===== src/vector_params.svh =====
`ifndef VECTOR_PARAMS_SVH
`define VECTOR_PARAMS_SVH

// register file geometry.
`define VU_NUM_VREGS       32
`define VU_VREG_ADDR_W     5
`define VU_LANES           4
`define VU_ELEN            8
`define VU_VLEN            32

// apb address map.
`define VU_APB_ADDR_W      12
`define VU_ADDR_INSTR      12'h000
`define VU_ADDR_SCALAR     12'h004
// bit 0 is the sticky illegal flag and any write clears it.
`define VU_ADDR_STATUS     12'h008
// register n sits at base + 4n.
`define VU_ADDR_VREG_BASE  12'h100

`endif


===== src/vec_isa_pkg.sv =====
`default_nettype none

package vec_isa_pkg;

    localparam logic [6:0] OPCODE_OPV = 7'b1010111;

    typedef enum logic [2:0] {
        OPIVV = 3'b000,
        OPIVI = 3'b011,
        OPIVX = 3'b100,
        OPCFG = 3'b111
    } funct3_e;

    typedef enum logic [5:0] {
        F6_VADD = 6'b000000,
        F6_VSUB = 6'b000010,
        F6_VAND = 6'b001001,
        F6_VOR  = 6'b001010,
        F6_VXOR = 6'b001011,
        F6_VMUL = 6'b100101
    } funct6_e;

    // bits 19:15 are vs1/rs1 in the register forms and simm5 in the immediate form.
    typedef union packed {
        struct packed {
            funct6_e    funct6;
            logic       vm;
            logic [4:0] vs2;
            logic [4:0] vs1;
            funct3_e    funct3;
            logic [4:0] vd;
            logic [6:0] opcode;
        } vreg_form;
        struct packed {
            funct6_e    funct6;
            logic       vm;
            logic [4:0] vs2;
            logic [4:0] simm5;
            funct3_e    funct3;
            logic [4:0] vd;
            logic [6:0] opcode;
        } vimm_form;
    } vinstr_t;

endpackage

`default_nettype wire


===== src/vec_exec_pkg.sv =====
`default_nettype none

package vec_exec_pkg;

    // bit 0 set selects the broadcast scalar or immediate as second operand.
    typedef enum logic [3:0] {
        VOP_ADD_VV = 4'b0000,
        VOP_ADD_VX = 4'b0001,
        VOP_SUB_VV = 4'b0010,
        VOP_SUB_VX = 4'b0011,
        VOP_MUL_VV = 4'b0100,
        VOP_MUL_VX = 4'b0101,
        VOP_AND_VV = 4'b0110,
        VOP_AND_VX = 4'b0111,
        VOP_OR_VV  = 4'b1000,
        VOP_OR_VX  = 4'b1001,
        VOP_XOR_VV = 4'b1010,
        VOP_XOR_VX = 4'b1011,
        VOP_NOP    = 4'b1111
    } valu_op_e;

    typedef enum logic {
        SRC_REG = 1'b0,
        SRC_IMM = 1'b1
    } valu_src_e;

endpackage

`default_nettype wire


===== src/vcontrol_unit.sv =====
`timescale 1ns/1ns
`default_nettype none

module vcontrol_unit (
    input  wire logic [6:0]             opcode,
    input  wire vec_isa_pkg::funct3_e   funct3,
    input  wire vec_isa_pkg::funct6_e   funct6,
    output logic                        vreg_write,
    output vec_exec_pkg::valu_op_e      valu_op,
    output vec_exec_pkg::valu_src_e     valu_src,
    output logic                        illegal
);

    vec_exec_pkg::valu_op_e op_vv;
    logic                   known_f6;

    // op_vv holds the register form encoding and the broadcast form sets bit 0.
    always_comb begin
        known_f6 = 1'b1;
        op_vv    = vec_exec_pkg::VOP_NOP;
        case (funct6)
            vec_isa_pkg::F6_VADD: op_vv = vec_exec_pkg::VOP_ADD_VV;
            vec_isa_pkg::F6_VSUB: op_vv = vec_exec_pkg::VOP_SUB_VV;
            vec_isa_pkg::F6_VMUL: op_vv = vec_exec_pkg::VOP_MUL_VV;
            vec_isa_pkg::F6_VAND: op_vv = vec_exec_pkg::VOP_AND_VV;
            vec_isa_pkg::F6_VOR:  op_vv = vec_exec_pkg::VOP_OR_VV;
            vec_isa_pkg::F6_VXOR: op_vv = vec_exec_pkg::VOP_XOR_VV;
            default:              known_f6 = 1'b0;
        endcase
    end

    always_comb begin
        vreg_write = 1'b0;
        valu_op    = vec_exec_pkg::VOP_NOP;
        valu_src   = vec_exec_pkg::SRC_REG;
        illegal    = 1'b1;
        if (opcode == vec_isa_pkg::OPCODE_OPV) begin
            case (funct3)
                vec_isa_pkg::OPIVV: begin
                    if (known_f6) begin
                        vreg_write = 1'b1;
                        valu_op    = op_vv;
                        illegal    = 1'b0;
                    end
                end
                vec_isa_pkg::OPIVX, vec_isa_pkg::OPIVI: begin
                    if (funct3 == vec_isa_pkg::OPIVI) begin
                        valu_src = vec_exec_pkg::SRC_IMM;
                    end
                    if (known_f6) begin
                        vreg_write = 1'b1;
                        valu_op    = vec_exec_pkg::valu_op_e'({op_vv[3:1], 1'b1});
                        illegal    = 1'b0;
                    end
                end
                // vector length is fixed, so configuration is a no-op.
                vec_isa_pkg::OPCFG: begin
                    illegal = 1'b0;
                end
                default: begin
                    illegal = 1'b1;
                end
            endcase
        end
    end

endmodule

`default_nettype wire


===== src/vector_regfile.sv =====
`timescale 1ns/1ns
`include "vector_params.svh"
`default_nettype none

module vector_regfile (
    input  wire logic                          clk,
    input  wire logic                          rst_n,
    input  wire logic [`VU_VREG_ADDR_W-1:0]    rs_a,
    input  wire logic [`VU_VREG_ADDR_W-1:0]    rs_b,
    input  wire logic                          issue,
    input  wire logic                          wr_en,
    input  wire logic [`VU_VREG_ADDR_W-1:0]    wr_addr,
    input  wire logic [`VU_VLEN-1:0]           wr_data,
    input  wire logic [`VU_VREG_ADDR_W-1:0]    host_addr,
    input  wire logic                          host_we,
    input  wire logic [`VU_VLEN-1:0]           host_wdata,
    output logic [`VU_VLEN-1:0]                rd_a,
    output logic [`VU_VLEN-1:0]                rd_b,
    output logic [`VU_VLEN-1:0]                host_rdata
);

    logic [`VU_VLEN-1:0] vregs [`VU_NUM_VREGS];
    logic                exec_we;

    // decoder enable only counts in the execute cycle.
    assign exec_we = wr_en & issue;

    // host is stalled while an instruction executes, so the ports never collide.
    always_ff @(posedge clk) begin
        if (!rst_n) begin
            for (int i = 0; i < `VU_NUM_VREGS; i++) begin
                vregs[i] <= '0;
            end
        end else if (exec_we) begin
            vregs[wr_addr] <= wr_data;
        end else if (host_we) begin
            vregs[host_addr] <= host_wdata;
        end
    end

    assign rd_a       = vregs[rs_a];
    assign rd_b       = vregs[rs_b];
    assign host_rdata = vregs[host_addr];

endmodule

`default_nettype wire


===== src/vector_alu.sv =====
`timescale 1ns/1ns
`include "vector_params.svh"
`default_nettype none

module vector_alu (
    input  wire logic [`VU_VLEN-1:0]       op_a,
    input  wire logic [`VU_VLEN-1:0]       op_b,
    input  wire logic [`VU_VLEN-1:0]       scalar,
    input  wire logic [4:0]                simm5,
    input  wire vec_exec_pkg::valu_op_e    valu_op,
    input  wire vec_exec_pkg::valu_src_e   valu_src,
    output logic [`VU_VLEN-1:0]            result
);

    localparam int ELEN  = `VU_ELEN;
    localparam int LANES = `VU_LANES;

    logic [ELEN-1:0] bcast;
    logic [ELEN-1:0] lane_a;
    logic [ELEN-1:0] lane_b;
    logic [ELEN-1:0] lane_r;

    // scalar low byte or sign-extended simm5 goes to every lane.
    assign bcast = (valu_src == vec_exec_pkg::SRC_IMM) ?
                   {{(ELEN-5){simm5[4]}}, simm5} : scalar[ELEN-1:0];

    always_comb begin
        result = '0;
        lane_a = '0;
        lane_b = '0;
        lane_r = '0;
        for (int i = 0; i < LANES; i++) begin
            lane_a = op_a[i*ELEN +: ELEN];
            lane_b = valu_op[0] ? bcast : op_b[i*ELEN +: ELEN];
            // all results wrap modulo 2^ELEN.
            case (valu_op)
                vec_exec_pkg::VOP_ADD_VV, vec_exec_pkg::VOP_ADD_VX: lane_r = lane_a + lane_b;
                vec_exec_pkg::VOP_SUB_VV, vec_exec_pkg::VOP_SUB_VX: lane_r = lane_a - lane_b;
                vec_exec_pkg::VOP_MUL_VV, vec_exec_pkg::VOP_MUL_VX: lane_r = lane_a * lane_b;
                vec_exec_pkg::VOP_AND_VV, vec_exec_pkg::VOP_AND_VX: lane_r = lane_a & lane_b;
                vec_exec_pkg::VOP_OR_VV,  vec_exec_pkg::VOP_OR_VX:  lane_r = lane_a | lane_b;
                vec_exec_pkg::VOP_XOR_VV, vec_exec_pkg::VOP_XOR_VX: lane_r = lane_a ^ lane_b;
                default:                                            lane_r = '0;
            endcase
            result[i*ELEN +: ELEN] = lane_r;
        end
    end

endmodule

`default_nettype wire


===== src/vector_apb_regs.sv =====
`timescale 1ns/1ns
`include "vector_params.svh"
`default_nettype none

module vector_apb_regs (
    input  wire logic                          clk,
    input  wire logic                          rst_n,
    input  wire logic                          psel,
    input  wire logic                          penable,
    input  wire logic                          pwrite,
    input  wire logic [`VU_APB_ADDR_W-1:0]     paddr,
    input  wire logic [31:0]                   pwdata,
    output logic [31:0]                        prdata,
    output logic                               pready,
    output logic                               pslverr,
    input  wire logic                          illegal,
    input  wire logic [`VU_VLEN-1:0]           vreg_rdata,
    output vec_isa_pkg::funct3_e               funct3,
    output vec_isa_pkg::funct6_e               funct6,
    output logic [6:0]                         opcode,
    output logic [`VU_VREG_ADDR_W-1:0]         vs1,
    output logic [`VU_VREG_ADDR_W-1:0]         vs2,
    output logic [`VU_VREG_ADDR_W-1:0]         vd,
    output logic [4:0]                         simm5,
    output logic [`VU_VLEN-1:0]                scalar,
    output logic [`VU_VREG_ADDR_W-1:0]         vreg_addr,
    output logic                               vreg_we,
    output logic [`VU_VLEN-1:0]                vreg_wdata,
    output logic                               issue
);

    vec_isa_pkg::vinstr_t instr_q;
    logic                 busy;
    logic                 illegal_flag;
    logic                 access;
    logic                 sel_instr;
    logic                 sel_scalar;
    logic                 sel_status;
    logic                 sel_vreg;
    logic                 start;
    logic                 wr_done;

    assign access     = psel & penable;
    assign sel_instr  = (paddr == `VU_ADDR_INSTR);
    assign sel_scalar = (paddr == `VU_ADDR_SCALAR);
    assign sel_status = (paddr == `VU_ADDR_STATUS);
    assign sel_vreg   = (paddr >= `VU_ADDR_VREG_BASE) &&
                        (paddr < `VU_ADDR_VREG_BASE + 4 * `VU_NUM_VREGS);

    // first access cycle of an instruction write becomes the wait state.
    assign start   = access & pwrite & sel_instr & ~busy;
    assign pready  = ~start;
    assign wr_done = access & pwrite & pready;
    assign pslverr = (busy & illegal) |
                     (access & ~(sel_instr | sel_scalar | sel_status | sel_vreg));

    always_ff @(posedge clk) begin
        if (!rst_n) begin
            instr_q      <= '0;
            scalar       <= '0;
            busy         <= 1'b0;
            illegal_flag <= 1'b0;
        end else begin
            busy <= start;
            if (start) begin
                instr_q <= pwdata;
            end
            if (wr_done && sel_scalar) begin
                scalar <= pwdata;
            end
            if (wr_done && sel_status) begin
                illegal_flag <= 1'b0;
            end else if (busy && illegal) begin
                illegal_flag <= 1'b1;
            end
        end
    end

    always_comb begin
        prdata = '0;
        if (sel_instr)       prdata = instr_q;
        else if (sel_scalar) prdata = scalar;
        else if (sel_status) prdata = {31'b0, illegal_flag};
        else if (sel_vreg)   prdata = vreg_rdata;
    end

    assign issue      = busy;
    assign vreg_addr  = paddr[`VU_VREG_ADDR_W+1:2];
    assign vreg_we    = wr_done & sel_vreg;
    assign vreg_wdata = pwdata;

    assign opcode = instr_q.vreg_form.opcode;
    assign funct3 = instr_q.vreg_form.funct3;
    assign funct6 = instr_q.vreg_form.funct6;
    assign vd     = instr_q.vreg_form.vd;
    assign vs2    = instr_q.vreg_form.vs2;
    assign vs1    = instr_q.vreg_form.vs1;
    assign simm5  = instr_q.vimm_form.simm5;

endmodule

`default_nettype wire


===== src/vector_unit.sv =====
`timescale 1ns/1ns
`include "vector_params.svh"
`default_nettype none

module vector_unit (
    input  wire logic                          clk,
    input  wire logic                          rst_n,
    input  wire logic                          psel,
    input  wire logic                          penable,
    input  wire logic                          pwrite,
    input  wire logic [`VU_APB_ADDR_W-1:0]     paddr,
    input  wire logic [31:0]                   pwdata,
    output logic [31:0]                        prdata,
    output logic                               pready,
    output logic                               pslverr
);

    vec_isa_pkg::funct3_e              funct3;
    vec_isa_pkg::funct6_e              funct6;
    logic [6:0]                        opcode;
    logic [`VU_VREG_ADDR_W-1:0]        vs1;
    logic [`VU_VREG_ADDR_W-1:0]        vs2;
    logic [`VU_VREG_ADDR_W-1:0]        vd;
    logic [4:0]                        simm5;
    logic [`VU_VLEN-1:0]               scalar;
    logic [`VU_VREG_ADDR_W-1:0]        vreg_addr;
    logic                              vreg_we;
    logic [`VU_VLEN-1:0]               vreg_wdata;
    logic [`VU_VLEN-1:0]               vreg_rdata;
    logic                              issue;
    logic                              vreg_write;
    vec_exec_pkg::valu_op_e            valu_op;
    vec_exec_pkg::valu_src_e           valu_src;
    logic                              illegal;
    logic [`VU_VLEN-1:0]               rd_a;
    logic [`VU_VLEN-1:0]               rd_b;
    logic [`VU_VLEN-1:0]               alu_result;

    vector_apb_regs apb_regs_inst (
        .clk(clk), .rst_n(rst_n), .psel(psel), .penable(penable), .pwrite(pwrite),
        .paddr(paddr), .pwdata(pwdata), .prdata(prdata), .pready(pready),
        .pslverr(pslverr), .illegal(illegal), .vreg_rdata(vreg_rdata),
        .funct3(funct3), .funct6(funct6), .opcode(opcode), .vs1(vs1), .vs2(vs2),
        .vd(vd), .simm5(simm5), .scalar(scalar), .vreg_addr(vreg_addr),
        .vreg_we(vreg_we), .vreg_wdata(vreg_wdata), .issue(issue)
    );

    vcontrol_unit vcontrol_unit_inst (
        .opcode(opcode), .funct3(funct3), .funct6(funct6), .vreg_write(vreg_write),
        .valu_op(valu_op), .valu_src(valu_src), .illegal(illegal)
    );

    // vs2 is the first operand, vs1 the second.
    vector_regfile vector_regfile_inst (
        .clk(clk), .rst_n(rst_n), .rs_a(vs2), .rs_b(vs1), .issue(issue),
        .wr_en(vreg_write), .wr_addr(vd), .wr_data(alu_result),
        .host_addr(vreg_addr), .host_we(vreg_we), .host_wdata(vreg_wdata),
        .rd_a(rd_a), .rd_b(rd_b), .host_rdata(vreg_rdata)
    );

    vector_alu vector_alu_inst (
        .op_a(rd_a), .op_b(rd_b), .scalar(scalar), .simm5(simm5),
        .valu_op(valu_op), .valu_src(valu_src), .result(alu_result)
    );

endmodule

`default_nettype wire


===== config.mk =====
export PLATFORM = sky130hd
export DESIGN_NAME = vector_unit
export DESIGN_NICKNAME = d
export VERILOG_FILES = /design/src/vec_isa_pkg.sv /design/src/vec_exec_pkg.sv /design/src/vcontrol_unit.sv /design/src/vector_regfile.sv /design/src/vector_alu.sv /design/src/vector_apb_regs.sv /design/src/vector_unit.sv
export VERILOG_INCLUDE_DIRS = /design/src
export SDC_FILE = /design/constraint.sdc
export NUM_CORES = 2
export LEC_CHECK = 0
export BUFFER_PORTS_ARGS = -buffer_cell sky130_fd_sc_hd__buf_2
export CAP_MARGIN = 20
export CORE_MARGIN = 5
export CORE_UTILIZATION = 35
export DETAILED_ROUTE_END_ITERATION = 8
export PLACE_DENSITY_LB_ADDON = 0.2
export SETUP_SLACK_MARGIN = 0.02
export SLEW_MARGIN = 30
export SYNTH_ARGS = -nofsm -noshare
export SYNTH_HDL_FRONTEND = slang
export SYNTH_SLANG_ARGS = --single-unit

===== constraint.sdc =====
create_clock -name clk -period 9.4 [get_ports clk]
set_clock_uncertainty 0.05 [all_clocks]
set_input_delay 0.47 -clock clk [delete_from_list [all_inputs] [get_ports clk]]
set_output_delay 0.47 -clock clk [all_outputs]
set_load 0.02 [all_outputs]

==> results.cfg <==
[pwr]
p_comb_frac = 0.082
switching_share = 0.2520
netSwitchingPower_mw = 2.926
p_clk_frac = 0.438
p_leak_nw = 26.60
internal-power_mw = 8.684
ir_drop_uv = 173.9
pwr-share-seq = 0.480
cellPowerDensity_nw_per_um2 = 144.9

[route]
num_vias = 55450
drtPass1Iterations = 6
antenna_left = 0
drtIter0Drc = 9419
vias_per_cell = 6.630
drc_errors = 0
wire_per_inst_um = 40.58
wl_mm = 339.4

[synthesis]
yosys.cell_types.count = 99
synth_edf_count = 1024
synth_area_leader_cell = edfxtp_1
yosys_most_used_dff = edfxtp_1
synth_area_um2 = 72130
synth_area_leaders = edfxtp_1, mux4_2, nor2_1, mux2i_1, ha_1
synthArstFlopShare = 0
yosysSeqAreaShare = 0.4474
ys_ff_latch = 1100
postSynthCellCount = 5589
synth.top_cell.area_share = 0.4263
syn_avg_cell_area_um2 = 12.91
ys_warn_count = 0
syn-num-nets = 5850

[timing]
fmax_ghz = 0.1196
setup_violations = 0
relSlewSlack = 0.2038
finalCritPeriodShare = 0.8897
rsz0062_at_grt = false
tightestPinTransition_ps = 1161
final_hold_viol_count = 0
setup-tns-final_ps = 0
period_needed_ps = 8363
drv_slew = 0

[worst_hold_path]
hold_start = pwrite
hold_path.class = input port to flop

[status]
status = finished clean

[floorplan]
core_um2 = 204800
fp.dieArea_um2 = 215300
die_y_um = 464.0
rows = 166
initial_core_util = 0.3522
die_w_um = 464.0
io_pins = 83

[cts]
insertion_delay_ps = 810
cts-root-buf = clkbuf_16
cts_tree = done
cts_made_buffers = 132
clock_path_buffers = 3
clkSinkCount = 1100
clk_pin_slew_worst_paths_ps = 70
post_cts_resized = 0
cts_max_level = 4

[layout]
design_area_um2 = 80130
finish.utilization = 0.3913
fin_nets = 5822
fillCellCount = 19350
drive_gt1_frac = 0.2678
final_cells = 8364
area_delta_synth_final_pct = 11.08

[global_routing]
grt_max_degree = 108
grt_pass1_vias = 53180
grt_pass1_wl_mm = 461.1
grt-ovfl-total = 0
grtUsageTotal = 0.3085
antenna_found_initial = 27

[placement]
gp_congestion = 0.9651
dpl-instance-area_um2 = 75610
hpwl_mm = 209.4
placed_cells = 8081
io_buffers = 82

[worst_setup_path]
worstPathArrival_ps = 8810
start_kind = flop
endpoint_kind = flop
slowest_stage = dfxtp_4
worstSetupPathType = flop to flop
cp_max_fo = 36
crit_chain = buf_12 > mux4_2 > a22oi_1 > a31oi_1 > o31ai_2 > inv_1 > ha_1 > fa_1 > fa_1 > ha_1 > inv_1 > fa_1 > inv_1 > ha_1 > a21o_1 > a21oi_1 > xnor2_1 > xnor2_1 > xnor3_1 > xnor2_2 > a221oi_4 > buf_4 > nor3_1
max_stage_delay_ps = 890
critPathRequiredTime_ps = 9850

[flow_run]
drv_cap = 0
==> synthesized netlist by cell type, types with 50 or more instances <==
library cell,number
dfxtp_1,76
a22oi_1,108
nand2_1,388
xnor2_1,81
ha_1,160
a21oi_1,75
clkbuf_1,315
mux4_2,762
fa_1,52
buf_6,50
mux2i_1,269
nor2_1,1160
a21boi_0,67
inv_1,173
edfxtp_1,1024
o21ai_0,82
==> cells in the final DEF (no fill, tap or decap), drive strengths merged, types with 9 or more instances in the layout <==
cell / instances
o21ai: 124
buf: 328
mux2: 14
nand3: 44
or3: 16
a32oi: 11
or2: 9
nand2: 391
nand2b: 20
a211oi: 18
a21oi: 78
dlygate4sd3: 32
o22ai: 44
diode: 11
a21boi: 68
and2: 22
xnor2: 82
dfxtp: 76
clkinv: 48
mux4: 786
a31oi: 10
clkbuf: 173
fa: 52
nor2: 1192
a221oi: 18
nand3b: 11
o211ai: 17
a21o: 22
xor2: 19
inv: 185
o221ai: 14
a22oi: 108
nor3: 53
mux2i: 270
nor2b: 28
ha: 160
edfxtp: 1024
==> cells by family (layout without fill, tap and decap cells) <==
kind of cell / after synthesis / in the layout / synth area share
xor+xnor: 107 / 107 / 0.01424
buf+inv: 700 / 776 / 0.04864
simple gates: 1817 / 1817 / 0.1044
fa+ha+maj: 212 / 212 / 0.04219
other cells: 0 / 11 / 0
compound gates: 583 / 583 / 0.05684
flops: 1100 / 1100 / 0.4474
mux: 1070 / 1070 / 0.2863
==> power groups by stage <==
stage | Clock, mW | Sequential (mW) | Combinational (mW)
after floorplan | 0 | 5.63 | 0.496
after global placement | 0 | 5.66 | 0.901
after detailed placement | 0 | 5.67 | 0.906
after CTS | 5.12 | 5.57 | 0.919
after global routing | 5.31 | 5.59 | 0.957
final | 5.08 | 5.58 | 0.950
==> per-stage QoR <==
step,hold WS [ps],power [mW],setup slack (ps)
2_1_floorplan,393.2,6.131,2599
3_3_place_gp,401.0,6.566,1231
3_5_place_dp,406.4,6.580,1304
4_1_cts,69.86,11.61,1260
5_1_grt,142.2,11.85,859.7
6_report,122.2,11.61,1037
==> critical path, delay by kind of cell, from the launching register on <==
kind	cells	cell delay, ps
adder cells (fa/ha/maj)	6	2260
AO/OA/AOI/OAI	6	1930
buffers and inverters	5	1170
flip-flops	1	890
XOR/XNOR	4	820
multiplexers	1	570
AND/OR/NAND/NOR	1	120
==> layer usage <==
metal / share of wire / global-route usage / vias to the layer above
met1: 0.37 / 0.4011 / 28970
met3: 0.13 / 0.1006 / 976
met2: 0.44 / 0.4569 / 4329
met4: 0.065 / 0.1682 / 8
met5: 0.00017 / 0 / -
li1: - / - / 21170
==> registers in the layout (all words and copies together), names as in the netlist, named ones only <==
| name | flops |
|---|---|
| apb_regs_inst.scalar | 32 |
| vector_regfile_inst.vregs | 1024 |
| apb_regs_inst.issue | 1 |
| apb_regs_inst.instr_q | 32 |
| apb_regs_inst.illegal_flag | 1 |
==> worst paths after layout <==
check / endpoint / slack, ps / depth (start not counted)
max reg2reg: vector_regfile_inst.vregs[21][7] / 1040 / 23
max: vector_regfile_inst.vregs[21][7] / 1040 / 23
min: apb_regs_inst.issue / 120 / 4
min reg2reg: apb_regs_inst.scalar[16] / 410 / 2
==> final cells by class <==
class | instances | area (µm²) | share of cell area
Multi-Input combinational cell | 3789 | 36820 | 0.4596
Antenna cell | 11 | 27.53 | 0.0003435
Tap cell | 2688 | 3363 | 0.04197
Sequential cell | 1100 | 32300 | 0.4032
Timing Repair Buffer | 360 | 2840 | 0.03545
Clock buffer | 173 | 3508 | 0.04379
Clock inverter | 65 | 590.6 | 0.007371
Inverter | 178 | 669.4 | 0.008354
==> timing repair <==
action	in CTS	in global routing
hold buffers	32	0
setup buffers	0	0
endpoints found under the hold margin	72	0
(Power assumes the default switching activity.)
